==> src/seq_pkg.sv <==
package seq_pkg;

    ////////////////////////////////////////////////////////////
    // widths
    ////////////////////////////////////////////////////////////

    localparam int idx_w      = 2;  // slot index and slot counter, four slots
    localparam int addr_w     = 32; // source and destination address
    localparam int size_w     = 26; // transfer size
    localparam int stat_w     = 2;  // per slot status code
    localparam int prof_w     = 32; // per slot profile count
    localparam int init_tasks = 6;  // dma setup steps, addr and size per channel

    ////////////////////////////////////////////////////////////
    // slot descriptor
    ////////////////////////////////////////////////////////////

    // one entry of the table, msb field first
    typedef struct packed {
        logic [addr_w-1:0] src_addr;
        logic [size_w-1:0] src_size;
        logic [addr_w-1:0] dst_addr;
        logic [size_w-1:0] dst_size;
        logic [stat_w-1:0] status;
        logic [prof_w-1:0] profile;
    } slot_desc_t;

    // per field write select, same order as slot_desc_t
    typedef struct packed {
        logic src_addr;
        logic src_size;
        logic dst_addr;
        logic dst_size;
        logic status;
        logic profile;
    } field_sel_t;

    ////////////////////////////////////////////////////////////
    // encodings
    ////////////////////////////////////////////////////////////

    // sequencer status, also read back by the host
    typedef enum logic [3:0] {
        st_shutdown       = 4'd0, // idle, host owns the table
        st_reprog         = 4'd1, // one cycle reprogram pulse
        st_w4_slave_reset = 4'd2, // wait for nslave_reset low
        st_w4_slave_op    = 4'd3, // wait for nslave_reset high again
        st_initializing   = 4'd4, // dma setup chain running
        st_triggering     = 4'd5, // single cycle
        st_wait4fin       = 4'd6  // wait for exec_fin
    } seq_state_e;

    // host control word
    typedef enum logic [3:0] {
        cmd_clear    = 4'd0, // back to shutdown and zero counters
        cmd_shutdown = 4'd1, // stop but keep counter
        cmd_start    = 4'd2  // only taken from shutdown
    } ctrl_cmd_e;

endpackage

==> src/slot_table.sv <==
module slot_table (
    input  logic                      clk,
    input  logic                      reset,
    input  logic [seq_pkg::idx_w-1:0] index,        // shared read and write index
    input  seq_pkg::slot_desc_t       wr_desc,      // host write data
    input  seq_pkg::field_sel_t       wr_en,        // accepted field writes
    input  logic                      profile_bump, // count one reprogram of this slot
    output seq_pkg::slot_desc_t       rd_desc
);

    ////////////////////////////////////////////////////////////
    // storage
    ////////////////////////////////////////////////////////////

    seq_pkg::slot_desc_t slots [2**seq_pkg::idx_w]; // one descriptor per slot

    ////////////////////////////////////////////////////////////
    // write side
    ////////////////////////////////////////////////////////////

    always_ff @(posedge clk or negedge reset) begin
        if (!reset) begin
            for (int i = 0; i < 2**seq_pkg::idx_w; i++) begin
                slots[i] <= '0;
            end
        end else begin
            // each field has its own enable
            if (wr_en.src_addr) begin
                slots[index].src_addr <= wr_desc.src_addr;
            end
            if (wr_en.src_size) begin
                slots[index].src_size <= wr_desc.src_size;
            end
            if (wr_en.dst_addr) begin
                slots[index].dst_addr <= wr_desc.dst_addr;
            end
            if (wr_en.dst_size) begin
                slots[index].dst_size <= wr_desc.dst_size;
            end
            if (wr_en.status) begin
                slots[index].status <= wr_desc.status;
            end
            // the sequencer bump wins over a host profile write
            if (profile_bump) begin
                slots[index].profile <= slots[index].profile + 1'b1;
            end else if (wr_en.profile) begin
                slots[index].profile <= wr_desc.profile;
            end
        end
    end

    ////////////////////////////////////////////////////////////
    // read side
    ////////////////////////////////////////////////////////////

    // combinational, same index as the write side
    assign rd_desc = slots[index];

endmodule

==> src/host_access.sv <==
module host_access (
    input  logic                      clk,
    input  logic                      reset,
    input  logic                      idle,          // sequencer in shutdown
    input  logic [seq_pkg::idx_w-1:0] slot_cnt,      // current slot of the run
    input  logic [seq_pkg::idx_w-1:0] wr_index,
    input  logic [seq_pkg::idx_w-1:0] rd_index,
    input  seq_pkg::field_sel_t       wr_sel,        // fields the host wants to write
    input  logic                      rd_req,
    input  logic                      end_cnt_valid,
    input  logic [seq_pkg::idx_w-1:0] end_cnt_in,
    output seq_pkg::field_sel_t       wr_ack,        // fields that really get written
    output logic                      rd_ready,
    output logic [seq_pkg::idx_w-1:0] tbl_index,     // index into the slot table
    output logic [seq_pkg::idx_w-1:0] end_cnt        // last slot of a run
);

    logic host_wr; // any field select raised this cycle

    ////////////////////////////////////////////////////////////
    // host slot write and read gating
    ////////////////////////////////////////////////////////////

    assign host_wr = |wr_sel;

    // writes only land while shut down
    // no retry on the host side, a low ack means dropped
    assign wr_ack = idle ? wr_sel : '0;

    assign rd_ready = rd_req & idle; // same cycle as the request

    ////////////////////////////////////////////////////////////
    // table index select
    ////////////////////////////////////////////////////////////

    // the table has one port index
    // a running sequencer always owns it
    always_comb begin
        if (!idle) begin
            tbl_index = slot_cnt;
        end else if (host_wr) begin
            tbl_index = wr_index; // write in progress
        end else begin
            tbl_index = rd_index;
        end
    end

    ////////////////////////////////////////////////////////////
    // end count register
    ////////////////////////////////////////////////////////////

    always_ff @(posedge clk or negedge reset) begin
        if (!reset) begin
            end_cnt <= '0;
        end else if (idle && end_cnt_valid) begin
            end_cnt <= end_cnt_in; // ignored while a run is active
        end
    end

endmodule

==> src/seq_fsm.sv <==
module seq_fsm (
    input  logic                          clk,
    input  logic                          reset,
    input  logic                          ctrl_valid,   // one cycle command strobe
    input  seq_pkg::ctrl_cmd_e            ctrl_cmd,
    input  logic [seq_pkg::idx_w-1:0]     end_cnt,      // last slot to run
    input  logic                          nslave_reset, // slave reset, active low
    input  logic [seq_pkg::init_tasks-1:0] init_fin,    // slave ack per setup task
    input  logic                          exec_fin,     // slave run done
    output seq_pkg::seq_state_e           state,
    output logic [seq_pkg::idx_w-1:0]     slot_cnt,
    output logic                          idle,
    output logic                          slave_reprog,
    output logic [seq_pkg::init_tasks-1:0] init_task    // one hot setup request
);

    ////////////////////////////////////////////////////////////
    // decoded outputs
    ////////////////////////////////////////////////////////////

    assign idle         = (state == seq_pkg::st_shutdown);
    assign slave_reprog = (state == seq_pkg::st_reprog); // exactly one cycle

    ////////////////////////////////////////////////////////////
    // control state, slot counter, setup chain
    ////////////////////////////////////////////////////////////

    always_ff @(posedge clk or negedge reset) begin
        if (!reset) begin
            state     <= seq_pkg::st_shutdown;
            slot_cnt  <= '0;
            init_task <= '0;
        end else if (ctrl_valid) begin
            // host command overrides the sequence
            case (ctrl_cmd)
                seq_pkg::cmd_clear: begin
                    state     <= seq_pkg::st_shutdown;
                    slot_cnt  <= '0;
                    init_task <= '0;
                end
                seq_pkg::cmd_shutdown: begin
                    state <= seq_pkg::st_shutdown; // counter and chain kept
                end
                seq_pkg::cmd_start: begin
                    if (state == seq_pkg::st_shutdown) begin
                        state    <= seq_pkg::st_reprog;
                        slot_cnt <= '0; // every run starts at slot 0
                    end
                end
                default: begin
                    // unknown code, nothing happens
                end
            endcase
        end else begin
            case (state)
                seq_pkg::st_shutdown: begin
                    // wait for cmd_start
                end
                seq_pkg::st_reprog: begin
                    // profile bump happens in this cycle
                    state <= seq_pkg::st_w4_slave_reset;
                end
                seq_pkg::st_w4_slave_reset: begin
                    if (!nslave_reset) begin
                        state <= seq_pkg::st_w4_slave_op; // slave went into reset
                    end
                end
                seq_pkg::st_w4_slave_op: begin
                    if (nslave_reset) begin
                        state     <= seq_pkg::st_initializing;
                        init_task <= 1; // first setup task
                    end
                end
                seq_pkg::st_initializing: begin
                    if (init_fin[seq_pkg::init_tasks-1]) begin
                        // last task acked, chain done
                        state     <= seq_pkg::st_triggering;
                        init_task <= '0;
                    end else if (|init_fin) begin
                        init_task <= init_task << 1; // next task
                    end
                end
                seq_pkg::st_triggering: begin
                    state <= seq_pkg::st_wait4fin;
                end
                seq_pkg::st_wait4fin: begin
                    if (exec_fin) begin
                        if (slot_cnt < end_cnt) begin
                            slot_cnt <= slot_cnt + 1'b1;
                            state    <= seq_pkg::st_reprog; // next slot
                        end else begin
                            // run complete
                            slot_cnt <= '0;
                            state    <= seq_pkg::st_shutdown;
                        end
                    end
                end
                default: begin
                    state <= seq_pkg::st_shutdown; // unused code, recover
                end
            endcase
        end
    end

endmodule

==> src/magic_seq_core.sv <==
module magic_seq_core (
    input  logic                           clk,
    input  logic                           reset,
    // host slot write
    input  logic [seq_pkg::idx_w-1:0]      wr_index,
    input  seq_pkg::slot_desc_t            wr_desc,
    input  seq_pkg::field_sel_t            wr_sel,
    output seq_pkg::field_sel_t            wr_ack,
    // host slot read
    input  logic                           rd_req,
    input  logic [seq_pkg::idx_w-1:0]      rd_index,
    output logic                           rd_ready,
    output seq_pkg::slot_desc_t            rd_desc,
    // control and end count
    input  logic                           ctrl_valid,
    input  seq_pkg::ctrl_cmd_e             ctrl_cmd,
    input  logic                           end_cnt_valid,
    input  logic [seq_pkg::idx_w-1:0]      end_cnt_in,
    output logic [seq_pkg::idx_w-1:0]      end_cnt,
    // status
    output seq_pkg::seq_state_e            state,
    output logic [seq_pkg::idx_w-1:0]      slot_cnt,
    // slave side
    input  logic                           nslave_reset,
    input  logic [seq_pkg::init_tasks-1:0] init_fin,
    input  logic                           exec_fin,
    output logic                           slave_reprog,
    output logic [seq_pkg::init_tasks-1:0] init_task,
    output seq_pkg::slot_desc_t            slave_desc
);

    logic                      idle;      // fsm in shutdown
    logic [seq_pkg::idx_w-1:0] tbl_index; // host index or slot counter

    ////////////////////////////////////////////////////////////
    // sequencer
    ////////////////////////////////////////////////////////////

    seq_fsm fsm0 (
        .clk          (clk),
        .reset        (reset),
        .ctrl_valid   (ctrl_valid),
        .ctrl_cmd     (ctrl_cmd),
        .end_cnt      (end_cnt),
        .nslave_reset (nslave_reset),
        .init_fin     (init_fin),
        .exec_fin     (exec_fin),
        .state        (state),
        .slot_cnt     (slot_cnt),
        .idle         (idle),
        .slave_reprog (slave_reprog),
        .init_task    (init_task)
    );

    ////////////////////////////////////////////////////////////
    // host port
    ////////////////////////////////////////////////////////////

    host_access host0 (
        .clk           (clk),
        .reset         (reset),
        .idle          (idle),
        .slot_cnt      (slot_cnt),
        .wr_index      (wr_index),
        .rd_index      (rd_index),
        .wr_sel        (wr_sel),
        .rd_req        (rd_req),
        .end_cnt_valid (end_cnt_valid),
        .end_cnt_in    (end_cnt_in),
        .wr_ack        (wr_ack),
        .rd_ready      (rd_ready),
        .tbl_index     (tbl_index),
        .end_cnt       (end_cnt)
    );

    ////////////////////////////////////////////////////////////
    // slot table
    ////////////////////////////////////////////////////////////

    // the reprogram pulse doubles as the profile bump
    slot_table table0 (
        .clk          (clk),
        .reset        (reset),
        .index        (tbl_index),
        .wr_desc      (wr_desc),
        .wr_en        (wr_ack),
        .profile_bump (slave_reprog),
        .rd_desc      (rd_desc)
    );

    assign slave_desc = rd_desc; // slave sees the current slot

endmodule

==> config.mk <==
export PLATFORM = sky130hd
export DESIGN_NAME = magic_seq_core
export DESIGN_NICKNAME = d
export VERILOG_FILES = /design/src/seq_pkg.sv /design/src/slot_table.sv /design/src/host_access.sv /design/src/seq_fsm.sv /design/src/magic_seq_core.sv
export SDC_FILE = /design/constraint.sdc
export NUM_CORES = 1
export LEC_CHECK = 0
export ABC_AREA = 1
export BUFFER_PORTS_ARGS = -buffer_cell sky130_fd_sc_hd__buf_2
export CORE_MARGIN = 2
export CORE_UTILIZATION = 40
export DETAILED_ROUTE_END_ITERATION = 7
export SLEW_MARGIN = 20
export SYNTH_ARGS = -nofsm -noshare
export SYNTH_HDL_FRONTEND = slang
export SYNTH_SLANG_ARGS = --single-unit
==> constraint.sdc <==
create_clock -name clk -period 5.56 [get_ports clk]
set_input_delay 0.834 -clock clk [delete_from_list [all_inputs] [get_ports clk]]
set_output_delay 0.834 -clock clk [all_outputs]
set_load 0.005 [all_outputs]
Word level (Yosys, flattened, before mapping)
Index checks and enable logic that the tools add are counted.
{ "word_totals": {"ff_bits": 614, "in_bits": 179, "wordCells": 119} }
{ "classes": {"add_sub_neg": 2, "n_lt_le_gt_ge": 3, "n_eq_ne": 18, "mux": 53, "n_bitwise": 2, "n_reduce_logical": 13} }
{ "op_table": {"columns": ["op", "count"], "rows": [
  ["600-bit bitwise mux", 7],
  ["600-bit 2-to-1 mux", 7],
  ["150-bit demux with 2-bit select", 6],
  ["150-bit 2-to-1 mux", 3],
  ["150-bit binary-select mux with 2-bit select", 1],
  ["118-bit 2-to-1 mux", 1],
  ["92-bit 2-to-1 mux", 1],
  ["60-bit 2-to-1 mux", 1],
  ["6-bit 2-to-1 mux", 6],
  ["34-bit 2-to-1 mux", 1],
  ["32-bit by 1-bit adder with 32-bit output (second input constant)", 1],
  ["32-bit 2-to-1 mux", 1],
  ["4-bit case mux with 7 select lines", 1],
  ["4-bit 2-to-1 mux", 6],
  ["2-bit 2-to-1 mux", 7],
  ["4-bit by 2-bit == test with 1-bit output (second input constant)", 3],
  ["4-bit by 3-bit == test with 1-bit output (second input constant)", 3],
  ["3-bit inequality test (second input constant)", 4],
  ["6-bit case mux with 2 select lines", 1],
  ["6-bit OR reduction", 2],
  ["4-bit by 1-bit == test with 1-bit output (second input constant)", 2],
  ["4-bit logical NOT", 2],
  ["4-bit case mux with 2 select lines", 1],
  ["4-bit AND reduction", 2],
  ["18 further kinds", 21]
]} }

Longest topological paths before layout
{ "depth": {"word_depth": 21, "depth_mapped": 20, "mapped_depth_nobuf": 20} }

Hierarchy
A second synthesis with hierarchy kept.
{ "unflattened": {"hier_cells": 3686, "area_unflattened_um2": 29988.8} }
{ "modules_own_cells": {"columns": ["mod", "n_inst", "cells_per_inst", "area_per_inst_um2", "seq_area_each_um2"], "rows": [
  ["slot_table", 1, 3368, 27762.9, 15014.4],
  ["magic_seq_core", 1, 150, 1126.1, 0.0],
  ["seq_fsm", 1, 129, 868.3, 275.3],
  ["host_access", 1, 39, 231.5, 50.0]
]} }

Worst setup path after synthesis
No wires, ideal clock.
{ "synth_timing": {"kind": "input to output", "from": "input wr_sel[5] (netlist bit)", "to": "output slave_desc[104] (netlist bit)", "arrival_ns": 2.770, "t_required_ns": 4.726, "slack_ns": 1.956, "stages": 14, "n_path_buf": 5, "path_cell_list": "nor2_1 > nand3_1 > nand2_1 > nand3_2 > nand2_2 > inv_2 > buf_2 > nor2_1 > buf_2 > buf_2 > clkbuf_1 > nand2_1 > nand3_1 > buf_4"} }
{ "synth_rtl": {"columns": ["element", "line_no", "rtl"], "rows": [
  ["from (decl)", "magic_seq_core.sv:7", "input seq_pkg::field_sel_t wr_sel,"],
  ["to (decl)", "magic_seq_core.sv:29", "output seq_pkg::slot_desc_t slave_desc"]
]} }

==> impl_metrics.json <==
{
  "status": "complete, no violations",
  "cts_resized": 0,
  "combPwrFrac_pct": 53.7,
  "drt-vias-per-instance": 5.12,
  "slew_viol_final": 0,
  "synth_area_um2": 29800,
  "cp_data_required_time_ns": 4.73,
  "setup_viol": 0,
  "drt_iter0_markers": 2540,
  "cts_tree": "built",
  "p_leak_uw": 0.0182,
  "first_global_vias": 24500,
  "clock-sinks": 613,
  "synth_cell_type_count": 41,
  "start_util_pct": 40.2,
  "final_net_count": 4195,
  "n_fill_cell": 7370,
  "hold_class": "input port to async pin",
  "fp.dieH_um": 277,
  "clock_latency_ns": 0.63,
  "grt_use_total_pct": 23.3,
  "syn_nets": 3911,
  "relSlewSlack_pct": 28.1,
  "ios": 501,
  "ys_seq_area_share_pct": 51.5,
  "yosysTopAreaCell": "dfrtp_1",
  "crit_fanout": 75,
  "clk_pin_slew_ns": 0.06,
  "firstDrtPassIters": 6,
  "place_inst": 4908,
  "internal-power_uw": 14300,
  "io_buffers": 499,
  "arrival_ns": 3.68,
  "core_area_um2": 74100,
  "swShare_pct": 46.7,
  "wire_per_inst_um": 18.0,
  "post-place-ws_ns": 1.13,
  "fp-row-count": 100,
  "tns_ns": 0,
  "syn_to_final_growth_pct": 16.4,
  "htree_levels": 3,
  "cts_buffers": 73,
  "worst_pin_slew_ns": 1.08,
  "hold_buffers": 0,
  "fmax_mhz": 222,
  "max_cap_viol_count": 0,
  "ir_drop_uv": 771,
  "postRouteAntennaNets": 0,
  "finalWirelength_um": 90500,
  "rsz0062_at_grt": "false",
  "cts_root_buffer": "clkbuf_16",
  "place.gp.congestion": 0.929,
  "synth-seq-cells": 613,
  "grt_pass1_wl_um": 143000,
  "layout_setup_ws_ns": 1.05,
  "die_w_um": 277,
  "grt_max_degree": 134,
  "crit_path_end_kind": "primary output",
  "post-cts-setup-buffers": 0,
  "avgSynthCellArea_um2": 7.98,
  "die_area_um2": 76600,
  "overflow": 0,
  "clock_path_buffers": 3,
  "clock_skew_ns": 0.0359,
  "place_hpwl_um": 58100,
  "powerDensity_nw_per_um2": 774,
  "cp-start-kind": "flop",
  "finalHoldViolCount": 0,
  "period_share_pct": 81.2,
  "vias": 25800,
  "stdcell_count": 5040,
  "drive_gt1_share_pct": 18.0,
  "netlist_top_cells_area": "dfrtp_1 52%, nand2_1 15%, o21ai_0 8.4%",
  "crit_type": "flop to primary output",
  "synth-warning-count": 0,
  "route.detailed.drc": 0,
  "synthCells": 3730,
  "clkPwrFrac_pct": 18.0,
  "finalCriticalPeriod_ns": 4.51,
  "yosysTopAreaCellShare_pct": 51.5,
  "net-switching-power_uw": 12500,
  "power_frac_seq_pct": 28.2,
  "antenna_found_initial": 13
}
-- per-layer routing --
| metal | routed length (µm) | GRT usage, % | up-vias |
|---|---|---|---|
| li1 | - | - | 12500 |
| met3 | 6270 | 4.48 | 146 |
| met4 | 1950 | 6.51 | 12 |
| met2 | 42100 | 37.3 | 918 |
| met1 | 40100 | 32.5 | 12300 |
| met5 | 74 | 0 | - |
-- through the flow --
step | hold slack [ns] | utilization, % | power, µW | area, µm²
3_3_place_gp | 0.456 | 43.4 | 21800 | 32200
4_1_cts | 0.268 | 46.8 | 27000 | 34600
2_1_floorplan | 0.442 | - | 17400 | 29800
3_5_place_dp | 0.459 | 43.4 | 22000 | 32200
5_1_grt | 0.282 | 46.8 | 28900 | 34600
6_report | 0.245 | 46.8 | 26800 | 34700
-- sequential cells by signal, summed over array words and instances (netlist names) --
| signal | count |
|---|---|
| host0.end_cnt | 2 |
| fsm0.state | 3 |
| fsm0.slot_cnt | 2 |
| fsm0.init_task | 6 |
| table0.slots | 600 |
-- logic make-up (layout without fill, tap and decap cells) --
kind of cell    Yosys count  after routing  synth area share, %
simple gates           1692           1692                 23.3
compound gates          733            733                 14.1
buf+inv                 686           1023                 10.9
flops                   613            613                 51.5
fa+ha+maj                 2              2               0.0840
xor+xnor                  2              2               0.0588
other cells               1              5               0.0126
mux                       1              1               0.0378
-- cell usage after synthesis (all sizes together) --
library cell,count
mux2,1
nand4,11
nor4,2
buf,206
xor2,2
clkinv,1
clkbuf,144
nand3,316
a21boi,24
conb,1
o21ai,505
nor2,167
a21oi,14
dfrtp,613
nand2,1183
o21bai,1
or2,2
nand3b,4
nor3,7
o22ai,2
a22oi,181
ha,2
a31oi,2
inv,335
o221ai,1
o31ai,3
-- worst max-delay path, cell delays in order (launching register included) --
cell	delay [ns]
dfrtp_1	0.47
nor3_4	0.52
or2_2	0.22
nand2_2	0.18
buf_4	0.34
nor2_4	0.26
buf_12	0.36
a22oi_1	0.16
nand2_1	0.24
buf_2	0.17
-- power groups by stage --
stage	combinational, µW	sequential [µW]	clock, µW
finish	14400	7570	4830
detailed placement	14400	7590	0
floorplan	10100	7340	0
global placement	14300	7570	0
CTS	14500	7540	4940
global route	16000	7800	5140
-- cell usage in the layout, fill, tap and decap left out, types with 7 or more instances in the layout --
cell type,instances
nand2_1,1168
dfrtp_1,613
o21ai_0,499
buf_2,498
inv_1,321
nand3_1,309
a22oi_1,181
nor2_1,150
clkbuf_16,74
buf_4,47
a21boi_1,17
a21oi_1,14
clkbuf_8,14
nand2_2,13
clkbuf_1,13
buf_12,13
inv_2,12
nor2_2,12
nand4_1,11
clkinv_2,11
nand3_2,7
a21boi_0,7
-- final cells by class --
cell class              instances  area (µm²)  area share [%]
clock inverters                27         370            1.07
diodes                          4        10.0          0.0289
clock buffers                 101        2090            6.04
well taps                     969        1210            3.50
multi-input cells            2431       11200            32.4
repair buffers                559        3120            9.01
inverters                     336        1270            3.66
flip-flops and latches        613       15300            44.3
-- path summary, 6_finish.rpt --
kind	to	slack, ns	depth (start not counted)	start
max	slave_desc[36]	1.05	9	fsm0.state[0]$_DFFE_PN0P_
min	table0.slots[457]$_DFFE_PN0P_	0.24	1	reset
max reg2reg	table0.slots[314]$_DFFE_PN0P_	1.61	17	fsm0.state[0]$_DFFE_PN0P_
min reg2reg	table0.slots[151]$_DFFE_PN0P_	0.47	2	table0.slots[151]$_DFFE_PN0P_
max in group asynchronous	table0.slots[299]$_DFFE_PN0P_	4.02	2	reset
min in group clk	host0.end_cnt[0]$_DFFE_PN0P_	0.46	2	end_cnt_in[0]
Note: power is estimated with default switching activity, not from simulation.
